$ cat config.mk
export PLATFORM = sky130hd
export DESIGN_NAME = kv_top
export DESIGN_NICKNAME = d
export VERILOG_FILES = /design/src/kv_pkg.sv /design/src/kv_ctrl_if.sv /design/src/kv_read_port.sv /design/src/kv_regs.sv /design/src/kv_store.sv /design/src/kv_top.sv
export VERILOG_INCLUDE_DIRS = /design/src /design/src/src
export SDC_FILE = /design/constraint.sdc
export NUM_CORES = 2
export LEC_CHECK = 0
export ABC_CLOCK_PERIOD_IN_PS = 4250
export BUFFER_PORTS_ARGS = -buffer_cell sky130_fd_sc_hd__buf_2
export CORE_MARGIN = 2
export CORE_UTILIZATION = 40
export DETAILED_ROUTE_END_ITERATION = 16
export MAX_ROUTING_LAYER = met4
export PLACE_DENSITY_LB_ADDON = 0.08
export SETUP_SLACK_MARGIN = 0.1
export SLEW_MARGIN = 15
export SYNTH_ARGS = -nofsm -noshare
export SYNTH_HDL_FRONTEND = slang
export SYNTH_SLANG_ARGS = --single-unit
$ cat constraint.sdc
create_clock -name clk -period 4.25 [get_ports clk]
set_clock_uncertainty 0.05 [all_clocks]
set_input_delay 0.85 -clock clk [delete_from_list [all_inputs] [get_ports clk]]
set_output_delay 0.85 -clock clk [all_outputs]
set_load 0.01 [all_outputs]
$ cat src/kv_consts.svh
`ifndef KV_CONSTS_SVH
`define KV_CONSTS_SVH

// key store geometry
`define KV_NUM_KEYS 4
`define KV_NUM_DWORDS 8

// hardware clients on the write and read side
`define KV_NUM_WRITE 2
`define KV_NUM_READ 2

// index widths for entry and dword offset
`define KV_ENTRY_W 2
`define KV_OFFSET_W 3

// register bus word address width
`define KV_ADDR_W 8

// patterns written over unlocked dwords on a debug flush
`define KV_DEBUG_VALUE_0 32'hA5A5A5A5
`define KV_DEBUG_VALUE_1 32'h5A5A5A5A

`endif

$ cat src/kv_pkg.sv
`include "kv_consts.svh"

package kv_pkg;

    // register group selected by a bus address
    typedef enum logic [1:0] {
        REG_NONE          = 2'd0,
        REG_KEY_CTRL      = 2'd1,
        REG_CLEAR_SECRETS = 2'd2
    } kv_reg_sel_e;

    // control and metadata of one key entry
    typedef struct packed {
        // blocks client writes, clear and flush
        logic                    lock_wr;
        // blocks client reads
        logic                    lock_use;
        // one bit per read client allowed to use the entry
        logic [`KV_NUM_READ-1:0] dest_valid;
        // offset of the most recent client write
        logic [`KV_OFFSET_W-1:0] last_dword;
    } kv_entry_ctrl_t;

endpackage

$ cat src/kv_ctrl_if.sv
`timescale 1ns/1ps
`include "kv_consts.svh"

interface kv_ctrl_if
    import kv_pkg::*;
();

    // from the register block
    kv_entry_ctrl_t [`KV_NUM_KEYS-1:0]                   ctrl;
    logic [`KV_NUM_KEYS-1:0]                             clear;
    logic                                                flush;
    logic [31:0]                                         flush_value;

    // metadata updates from accepted client writes
    logic [`KV_NUM_KEYS-1:0]                             meta_we;
    logic [`KV_NUM_KEYS-1:0][`KV_NUM_READ-1:0]           meta_dest_valid;
    logic [`KV_NUM_KEYS-1:0][`KV_OFFSET_W-1:0]           meta_last_dword;

    modport regs (
        output ctrl, clear, flush, flush_value,
        input  meta_we, meta_dest_valid, meta_last_dword
    );

    modport store (
        input  ctrl, clear, flush, flush_value,
        output meta_we, meta_dest_valid, meta_last_dword
    );

endinterface

$ cat src/kv_read_port.sv
`timescale 1ns/1ps
`include "kv_consts.svh"

module kv_read_port
    import kv_pkg::*;
#(
    parameter int CLIENT = 0
) (
    input  logic [`KV_ENTRY_W-1:0]                            rd_entry_i,
    input  logic [`KV_OFFSET_W-1:0]                           rd_offset_i,
    input  logic [`KV_NUM_KEYS-1:0][`KV_NUM_DWORDS-1:0][31:0] key_i,
    input  kv_entry_ctrl_t [`KV_NUM_KEYS-1:0]                 entry_ctrl_i,
    output logic [31:0]                                       rd_data_o,
    output logic                                              rd_err_o,
    output logic                                              rd_last_o
);

    logic [`KV_NUM_KEYS-1:0] entry_hit;
    logic [`KV_NUM_KEYS-1:0] entry_grant;

    // an entry is readable when not use-locked and this client is a destination
    always_comb begin
        for (int e = 0; e < `KV_NUM_KEYS; e++) begin
            entry_hit[e]   = (rd_entry_i == e);
            entry_grant[e] = entry_hit[e] & ~entry_ctrl_i[e].lock_use &
                             entry_ctrl_i[e].dest_valid[CLIENT];
        end
    end

    // AND-OR mux across all entries and dwords
    always_comb begin
        rd_data_o = '0;
        rd_err_o  = 1'b0;
        rd_last_o = 1'b0;
        for (int e = 0; e < `KV_NUM_KEYS; e++) begin
            for (int d = 0; d < `KV_NUM_DWORDS; d++) begin
                if (entry_grant[e] && (rd_offset_i == d)) begin
                    rd_data_o |= key_i[e][d];
                end
            end
            rd_err_o  |= entry_hit[e] & ~entry_grant[e];
            // flags the final dword of the last client write
            rd_last_o |= entry_hit[e] & (rd_offset_i == entry_ctrl_i[e].last_dword);
        end
    end

    // a rejected read must never leak key bits
    always_comb begin
        assert (!rd_err_o || (rd_data_o == '0))
            else $error("read client %0d returned data with an error", CLIENT);
    end

endmodule

$ cat src/kv_regs.sv
`timescale 1ns/1ps
`include "kv_consts.svh"

module kv_regs
    import kv_pkg::*;
(
    input  logic                  clk,
    input  logic                  rst_i,
    input  logic                  req_i,
    input  logic                  write_i,
    input  logic [`KV_ADDR_W-1:0] addr_i,
    input  logic [31:0]           wdata_i,
    output logic [31:0]           rdata_o,
    output logic                  err_o,
    input  logic                  debug_unlock_i,
    kv_ctrl_if.regs               ctrl
);

    localparam logic [`KV_ADDR_W-1:0] ADDR_CLEAR_SECRETS = 'h10;

    kv_reg_sel_e                       reg_sel;
    logic [`KV_ENTRY_W-1:0]            sel_entry;
    logic                              reg_wr;
    logic [`KV_NUM_KEYS-1:0]           key_ctrl_wr;
    logic                              clear_secrets_wr;
    kv_entry_ctrl_t [`KV_NUM_KEYS-1:0] entry_q;
    logic                              sel_debug_q;
    logic                              sel_debug_d;
    logic [31:0]                       rdata_d;
    logic                              err_d;

    // KEY_CTRL occupies the lowest word addresses
    always_comb begin
        if (addr_i < `KV_NUM_KEYS) begin
            reg_sel = REG_KEY_CTRL;
        end else if (addr_i == ADDR_CLEAR_SECRETS) begin
            reg_sel = REG_CLEAR_SECRETS;
        end else begin
            reg_sel = REG_NONE;
        end
    end

    assign sel_entry        = addr_i[`KV_ENTRY_W-1:0];
    assign reg_wr           = req_i & write_i;
    assign clear_secrets_wr = reg_wr & (reg_sel == REG_CLEAR_SECRETS);

    always_comb begin
        for (int e = 0; e < `KV_NUM_KEYS; e++) begin
            key_ctrl_wr[e] = reg_wr & (reg_sel == REG_KEY_CTRL) & (sel_entry == e);
        end
    end

    // clear and flush act on the same edge as the bus write
    assign ctrl.clear = key_ctrl_wr & {`KV_NUM_KEYS{wdata_i[2]}};
    assign ctrl.flush = (clear_secrets_wr & wdata_i[0]) | debug_unlock_i;

    // pattern follows the select value being written in the same transfer
    assign sel_debug_d      = clear_secrets_wr ? wdata_i[1] : sel_debug_q;
    assign ctrl.flush_value = sel_debug_d ? `KV_DEBUG_VALUE_1 : `KV_DEBUG_VALUE_0;
    assign ctrl.ctrl        = entry_q;

    always_ff @(posedge clk) begin
        if (rst_i) begin
            entry_q     <= '0;
            sel_debug_q <= 1'b0;
        end else begin
            sel_debug_q <= sel_debug_d;
            for (int e = 0; e < `KV_NUM_KEYS; e++) begin
                // locks are sticky until reset
                if (key_ctrl_wr[e] && wdata_i[0]) begin
                    entry_q[e].lock_wr <= 1'b1;
                end
                if (key_ctrl_wr[e] && wdata_i[1]) begin
                    entry_q[e].lock_use <= 1'b1;
                end
                // metadata is frozen together with the data of a locked entry
                if (!entry_q[e].lock_wr) begin
                    if (ctrl.clear[e]) begin
                        entry_q[e].dest_valid <= '0;
                        entry_q[e].last_dword <= '0;
                    end else if (ctrl.meta_we[e]) begin
                        entry_q[e].dest_valid <= ctrl.meta_dest_valid[e];
                        entry_q[e].last_dword <= ctrl.meta_last_dword[e];
                    end
                end
            end
        end
    end

    // clear and wr_debug_values always read back as zero
    always_comb begin
        rdata_d = '0;
        err_d   = 1'b0;
        case (reg_sel)
            REG_KEY_CTRL: begin
                rdata_d[0]                 = entry_q[sel_entry].lock_wr;
                rdata_d[1]                 = entry_q[sel_entry].lock_use;
                rdata_d[8 +: `KV_NUM_READ]  = entry_q[sel_entry].dest_valid;
                rdata_d[12 +: `KV_OFFSET_W] = entry_q[sel_entry].last_dword;
            end
            REG_CLEAR_SECRETS: begin
                rdata_d[1] = sel_debug_q;
            end
            default: begin
                err_d = 1'b1;
            end
        endcase
    end

    always_ff @(posedge clk) begin
        if (rst_i) begin
            rdata_o <= '0;
            err_o   <= 1'b0;
        end else if (req_i) begin
            rdata_o <= write_i ? '0 : rdata_d;
            err_o   <= err_d;
        end
    end

    for (genvar e = 0; e < `KV_NUM_KEYS; e++) begin : g_lock_chk
        assert property (@(posedge clk) disable iff (rst_i)
            entry_q[e].lock_wr |=> entry_q[e].lock_wr)
            else $error("lock_wr of entry %0d dropped outside reset", e);
    end

endmodule

$ cat src/kv_store.sv
`timescale 1ns/1ps
`include "kv_consts.svh"

module kv_store (
    input  logic                                              clk,
    input  logic                                              rst_i,
    input  logic [`KV_NUM_WRITE-1:0]                          wr_en_i,
    input  logic [`KV_NUM_WRITE-1:0][`KV_ENTRY_W-1:0]         wr_entry_i,
    input  logic [`KV_NUM_WRITE-1:0][`KV_OFFSET_W-1:0]        wr_offset_i,
    input  logic [`KV_NUM_WRITE-1:0][31:0]                    wr_data_i,
    input  logic [`KV_NUM_WRITE-1:0][`KV_NUM_READ-1:0]        wr_dest_valid_i,
    output logic [`KV_NUM_WRITE-1:0]                          wr_err_o,
    output logic [`KV_NUM_KEYS-1:0][`KV_NUM_DWORDS-1:0][31:0] key_o,
    kv_ctrl_if.store                                          ctrl
);

    logic [`KV_NUM_WRITE-1:0]                          wr_locked;
    logic [`KV_NUM_WRITE-1:0]                          wr_accept;
    logic [`KV_NUM_KEYS-1:0][`KV_NUM_DWORDS-1:0][31:0] key_q;
    logic [`KV_NUM_KEYS-1:0][`KV_NUM_DWORDS-1:0][31:0] key_d;

    // a lower client index takes a shared entry and the other write is dropped
    always_comb begin
        for (int c = 0; c < `KV_NUM_WRITE; c++) begin
            wr_locked[c] = wr_en_i[c] & ctrl.ctrl[wr_entry_i[c]].lock_wr;
            wr_accept[c] = wr_en_i[c] & ~wr_locked[c];
            for (int p = 0; p < c; p++) begin
                if (wr_en_i[p] && (wr_entry_i[p] == wr_entry_i[c])) begin
                    wr_accept[c] = 1'b0;
                end
            end
        end
    end

    assign wr_err_o = wr_locked;

    // metadata of the accepted write for the register block to latch
    always_comb begin
        for (int e = 0; e < `KV_NUM_KEYS; e++) begin
            ctrl.meta_we[e]         = 1'b0;
            ctrl.meta_dest_valid[e] = '0;
            ctrl.meta_last_dword[e] = '0;
            for (int c = `KV_NUM_WRITE - 1; c >= 0; c--) begin
                if (wr_accept[c] && (wr_entry_i[c] == e)) begin
                    ctrl.meta_we[e]         = 1'b1;
                    ctrl.meta_dest_valid[e] = wr_dest_valid_i[c];
                    ctrl.meta_last_dword[e] = wr_offset_i[c];
                end
            end
        end
    end

    // lock holds, then clear, then debug flush, then client data
    always_comb begin
        key_d = key_q;
        for (int e = 0; e < `KV_NUM_KEYS; e++) begin
            for (int d = 0; d < `KV_NUM_DWORDS; d++) begin
                if (!ctrl.ctrl[e].lock_wr) begin
                    if (ctrl.clear[e]) begin
                        key_d[e][d] = '0;
                    end else if (ctrl.flush) begin
                        key_d[e][d] = ctrl.flush_value;
                    end else begin
                        for (int c = `KV_NUM_WRITE - 1; c >= 0; c--) begin
                            if (wr_accept[c] && (wr_entry_i[c] == e) &&
                                (wr_offset_i[c] == d)) begin
                                key_d[e][d] = wr_data_i[c];
                            end
                        end
                    end
                end
            end
        end
    end

    always_ff @(posedge clk) begin
        if (rst_i) begin
            key_q <= '0;
        end else begin
            key_q <= key_d;
        end
    end

    assign key_o = key_q;

    for (genvar e = 0; e < `KV_NUM_KEYS; e++) begin : g_lock_chk
        assert property (@(posedge clk) disable iff (rst_i)
            ctrl.ctrl[e].lock_wr |=> $stable(key_q[e]))
            else $error("write-locked entry %0d changed", e);
    end

endmodule

$ cat src/kv_top.sv
`timescale 1ns/1ps
`include "kv_consts.svh"

module kv_top (
    input  logic                                        clk,
    input  logic                                        rst_i,

    // register bus
    input  logic                                        req_i,
    input  logic                                        write_i,
    input  logic [`KV_ADDR_W-1:0]                       addr_i,
    input  logic [31:0]                                 wdata_i,
    output logic [31:0]                                 rdata_o,
    output logic                                        err_o,
    input  logic                                        debug_unlock_i,

    // write clients
    input  logic [`KV_NUM_WRITE-1:0]                    wr_en_i,
    input  logic [`KV_NUM_WRITE-1:0][`KV_ENTRY_W-1:0]   wr_entry_i,
    input  logic [`KV_NUM_WRITE-1:0][`KV_OFFSET_W-1:0]  wr_offset_i,
    input  logic [`KV_NUM_WRITE-1:0][31:0]              wr_data_i,
    input  logic [`KV_NUM_WRITE-1:0][`KV_NUM_READ-1:0]  wr_dest_valid_i,
    output logic [`KV_NUM_WRITE-1:0]                    wr_err_o,

    // read clients
    input  logic [`KV_NUM_READ-1:0][`KV_ENTRY_W-1:0]    rd_entry_i,
    input  logic [`KV_NUM_READ-1:0][`KV_OFFSET_W-1:0]   rd_offset_i,
    output logic [`KV_NUM_READ-1:0][31:0]               rd_data_o,
    output logic [`KV_NUM_READ-1:0]                     rd_err_o,
    output logic [`KV_NUM_READ-1:0]                     rd_last_o
);

    logic [`KV_NUM_KEYS-1:0][`KV_NUM_DWORDS-1:0][31:0] key;

    kv_ctrl_if ctrl_if ();

    kv_regs kv_regs_i (
        .clk            (clk),
        .rst_i          (rst_i),
        .req_i          (req_i),
        .write_i        (write_i),
        .addr_i         (addr_i),
        .wdata_i        (wdata_i),
        .rdata_o        (rdata_o),
        .err_o          (err_o),
        .debug_unlock_i (debug_unlock_i),
        .ctrl           (ctrl_if.regs)
    );

    kv_store kv_store_i (
        .clk             (clk),
        .rst_i           (rst_i),
        .wr_en_i         (wr_en_i),
        .wr_entry_i      (wr_entry_i),
        .wr_offset_i     (wr_offset_i),
        .wr_data_i       (wr_data_i),
        .wr_dest_valid_i (wr_dest_valid_i),
        .wr_err_o        (wr_err_o),
        .key_o           (key),
        .ctrl            (ctrl_if.store)
    );

    // one qualified read mux per read client
    for (genvar c = 0; c < `KV_NUM_READ; c++) begin : g_rd
        kv_read_port #(
            .CLIENT (c)
        ) kv_read_port_i (
            .rd_entry_i   (rd_entry_i[c]),
            .rd_offset_i  (rd_offset_i[c]),
            .key_i        (key),
            .entry_ctrl_i (ctrl_if.ctrl),
            .rd_data_o    (rd_data_o[c]),
            .rd_err_o     (rd_err_o[c]),
            .rd_last_o    (rd_last_o[c])
        );
    end

endmodule

==> flow_metrics.py <==
metrics = {
    "outcome": {
        "status": "complete, but fails checks",
        "violations": "setup timing",
    },
    "floorplanning": {
        "die_area_um2": 162800,
        "start_util": 0.4031,
        "die_height_um": 403.5,
        "die_x_um": 403.5,
        "rows": 146,
        "core-area_um2": 158400,
        "io_pins": 238,
    },
    "worst_setup_path": {
        "path_class": "primary input to output pin",
        "crit_required_ns": 3.35,
        "critPathLaunchType": "primary input",
        "cp_max_fo": 26,
        "cp.arrival_ns": 3.39,
        "endpoint_kind": "output pin",
        "ff2ff_path_depth": 6,
        "r2r_setup_slack_ns": 0.90,
    },
    "cells_and_area": {
        "nFillCells": 15230,
        "regArea_um2": 21250,
        "syn_to_final_growth_pct": 21.75,
        "final_common_cell": "nand2_1",
        "multiInputGateArea_um2": 39840,
        "drive_gt1_frac": 0.2199,
        "nets": 7785,
        "layout.cells.non_filler": 9905,
        "mostFrequentLayoutCells": "1115 x nand2_1, 1055 x dfxtp_1, 646 x buf_4",
    },
    "placed_design": {
        "dpl.hpwl_um": 325900,
        "gp_congestion": 1.089,
        "port_buffers": 183,
        "dp_cells": 9534,
    },
    "sta": {
        "finalWorstSetupSlack_ns": -0.03593,
        "rsz0062_at_grt": "yes",
        "slew_headroom": 0.08689,
        "holdWs_ns": 0.3267,
        "fin_crit_ns": 4.286,
        "setup-violations-final": 6,
        "finalCritPeriodShare": 1.008,
        "max_freq_ghz": 0.2333,
        "hold_violations": 0,
        "drv_slew": 0,
        "worst_pin_slew_ns": 1.364,
    },
    "route": {
        "drt-initial-drc-count": 16830,
        "ant_nets": 0,
        "wl_per_cell_um": 50.36,
        "via_per_inst": 8.111,
        "drcViolationCount": 0,
        "routed_wl_um": 498800,
        "num_vias": 80340,
        "firstDrtPassIters": 8,
    },
    "clocking": {
        "clk_pin_slew_worst_paths_ns": 0.06,
        "worstSkewPairLatency_ns": 0.83,
        "hold_buffers": 0,
        "cts_sinks": 1061,
        "numCtsBuffers": 134,
        "cts_tree": "built",
        "clock_path_buffers": 3,
        "cts_max_level": 4,
        "root_buffer": "clkbuf_16",
    },
    "yosys": {
        "synth_cell_type_count": 88,
        "ys_warn_count": 0,
        "synth_edf_count": 0,
        "avgSynthCellArea_um2": 8.466,
        "postSynthCellCount": 7541,
        "synthFlopType": "dfxtp_1",
        "yosysSeqAreaShare": 0.3327,
        "async_flop_share": 0,
        "synth-seq-cells": 1061,
        "syn_area_um2": 63840,
    },
    "hold_path": {
        "min_path_type": "primary input to register",
        "whs_path_depth": 3,
    },
    "global_route": {
        "grt_pass1_wl_um": 656500,
        "antenna_found_initial": 75,
        "gr-total-overflow": 0,
        "groute.usage.overall": 0.6038,
        "grt_max_degree": 160,
        "grt_pass1_vias": 71660,
    },
    "run": {
        "maxCapViolations": 0,
    },
    "power": {
        "peakVddDrop_mv": 0.4679,
        "p_per_area_nw_per_um2": 376.2,
        "p_leak_uw": 0.02887,
    },
}
## flip-flops by register name, summed over array words and instances, names as in the netlist
name	cells
kv_regs_i.err_o	1
kv_store_i.key_o	1024
kv_regs_i.ctrl.ctrl	28
kv_regs_i.rdata_o	7
kv_regs_i.sel_debug_q	1
## per-layer routing
metal	vias to the layer above	part of all wire	global-route usage	wire length (um)
met3	2764	0.18	0.3347	87940
li1	29890	-	-	-
met5	-	0	-	0
met2	8550	0.37	0.7387	182300
met1	39140	0.35	0.6966	176400
met4	0	0.10	0.5100	52220
## path summary, 6_finish.rpt
path / start / to
setup / recovery: rd_entry_i[0] / rd_data_o[21]
hold / removal: wr_dest_valid_i[1] / kv_regs_i.ctrl.ctrl[18]
setup reg to reg: kv_regs_i.ctrl.ctrl[27] / kv_store_i.key_o[984]
hold reg to reg: kv_store_i.key_o[88] / kv_store_i.key_o[88]
## area by class of cell
| type | instances | share of cell area |
|---|---|---|
| Multi-Input combinational cell | 5429 | 0.5126 |
| Sequential cell | 1061 | 0.2734 |
| Timing Repair Buffer | 1014 | 0.1211 |
| Clock buffer | 193 | 0.04989 |
| Tap cell | 2072 | 0.03335 |
| Clock inverter | 38 | 0.006278 |
| Antenna cell | 88 | 0.002833 |
| Inverter | 10 | 0.0004829 |
## worst max-delay path: stages
cell and delay [ns]:
buf_2 0.20, buf_6 0.21, and4b_2 0.59, buf_12 0.33, a22oi_1 0.15, a21oi_1 0.39, nor4_1 0.09, buf_4 0.16
nand4_1 0.16, buf_2 0.18
## per-stage QoR
step                worst slack, ns  cell area (um^2)    util  total power [uW]  TNS (ns)
global route                0.05934             77670  0.4904             29460         0
CTS                         0.06277             76790  0.4848             28540         0
global placement            -0.6162             72040  0.4549             16780    -4.214
detailed placement          -0.6631             72060  0.4550             16830    -1.941
floorplan                    0.5951             63930       -             14010         0
finish                     -0.03593             77730  0.4908             29240  -0.06507
## kinds of logic (layout without fill, tap and decap cells)
logic type	count (synthesis)	count (layout)	synth area share
DFF	1061	1061	0.3327
other	1	113	0.00005874
and+or+nand+nor	2203	2203	0.1588
AOI/OAI and AO/OA	2737	2737	0.3507
xor gates and xnor gates	24	24	0.003292
buffers and inverters	1075	1255	0.06973
muxes	440	440	0.08468
## synth_stat cells (all sizes together), types with 108 or more instances
master	count	area share
a32o	120	0.019
nand3	579	0.046
nor2	176	0.010
buf	299	0.024
nand2	1132	0.067
mux2i	216	0.034
a22oi	335	0.039
a21oi	108	0.0085
a22o	440	0.060
clkbuf	766	0.045
a221oi	618	0.085
o21ai	168	0.013
mux2	161	0.028
dfxtp	1061	0.33
o2bb2ai	571	0.078
## repair_timing
item	4_1_cts	5_1_grt
pin swaps	5	13
resized for setup	54	66
gates cloned	1	3
buffers inserted	11	39
endpoints found under the setup margin	49	37
## where the power goes
group	internal, uW	switching [uW]
clock network	6820	5190
logic	1900	3900
registers	10700	790
total	19400	9870
(Power assumes the default switching activity.)
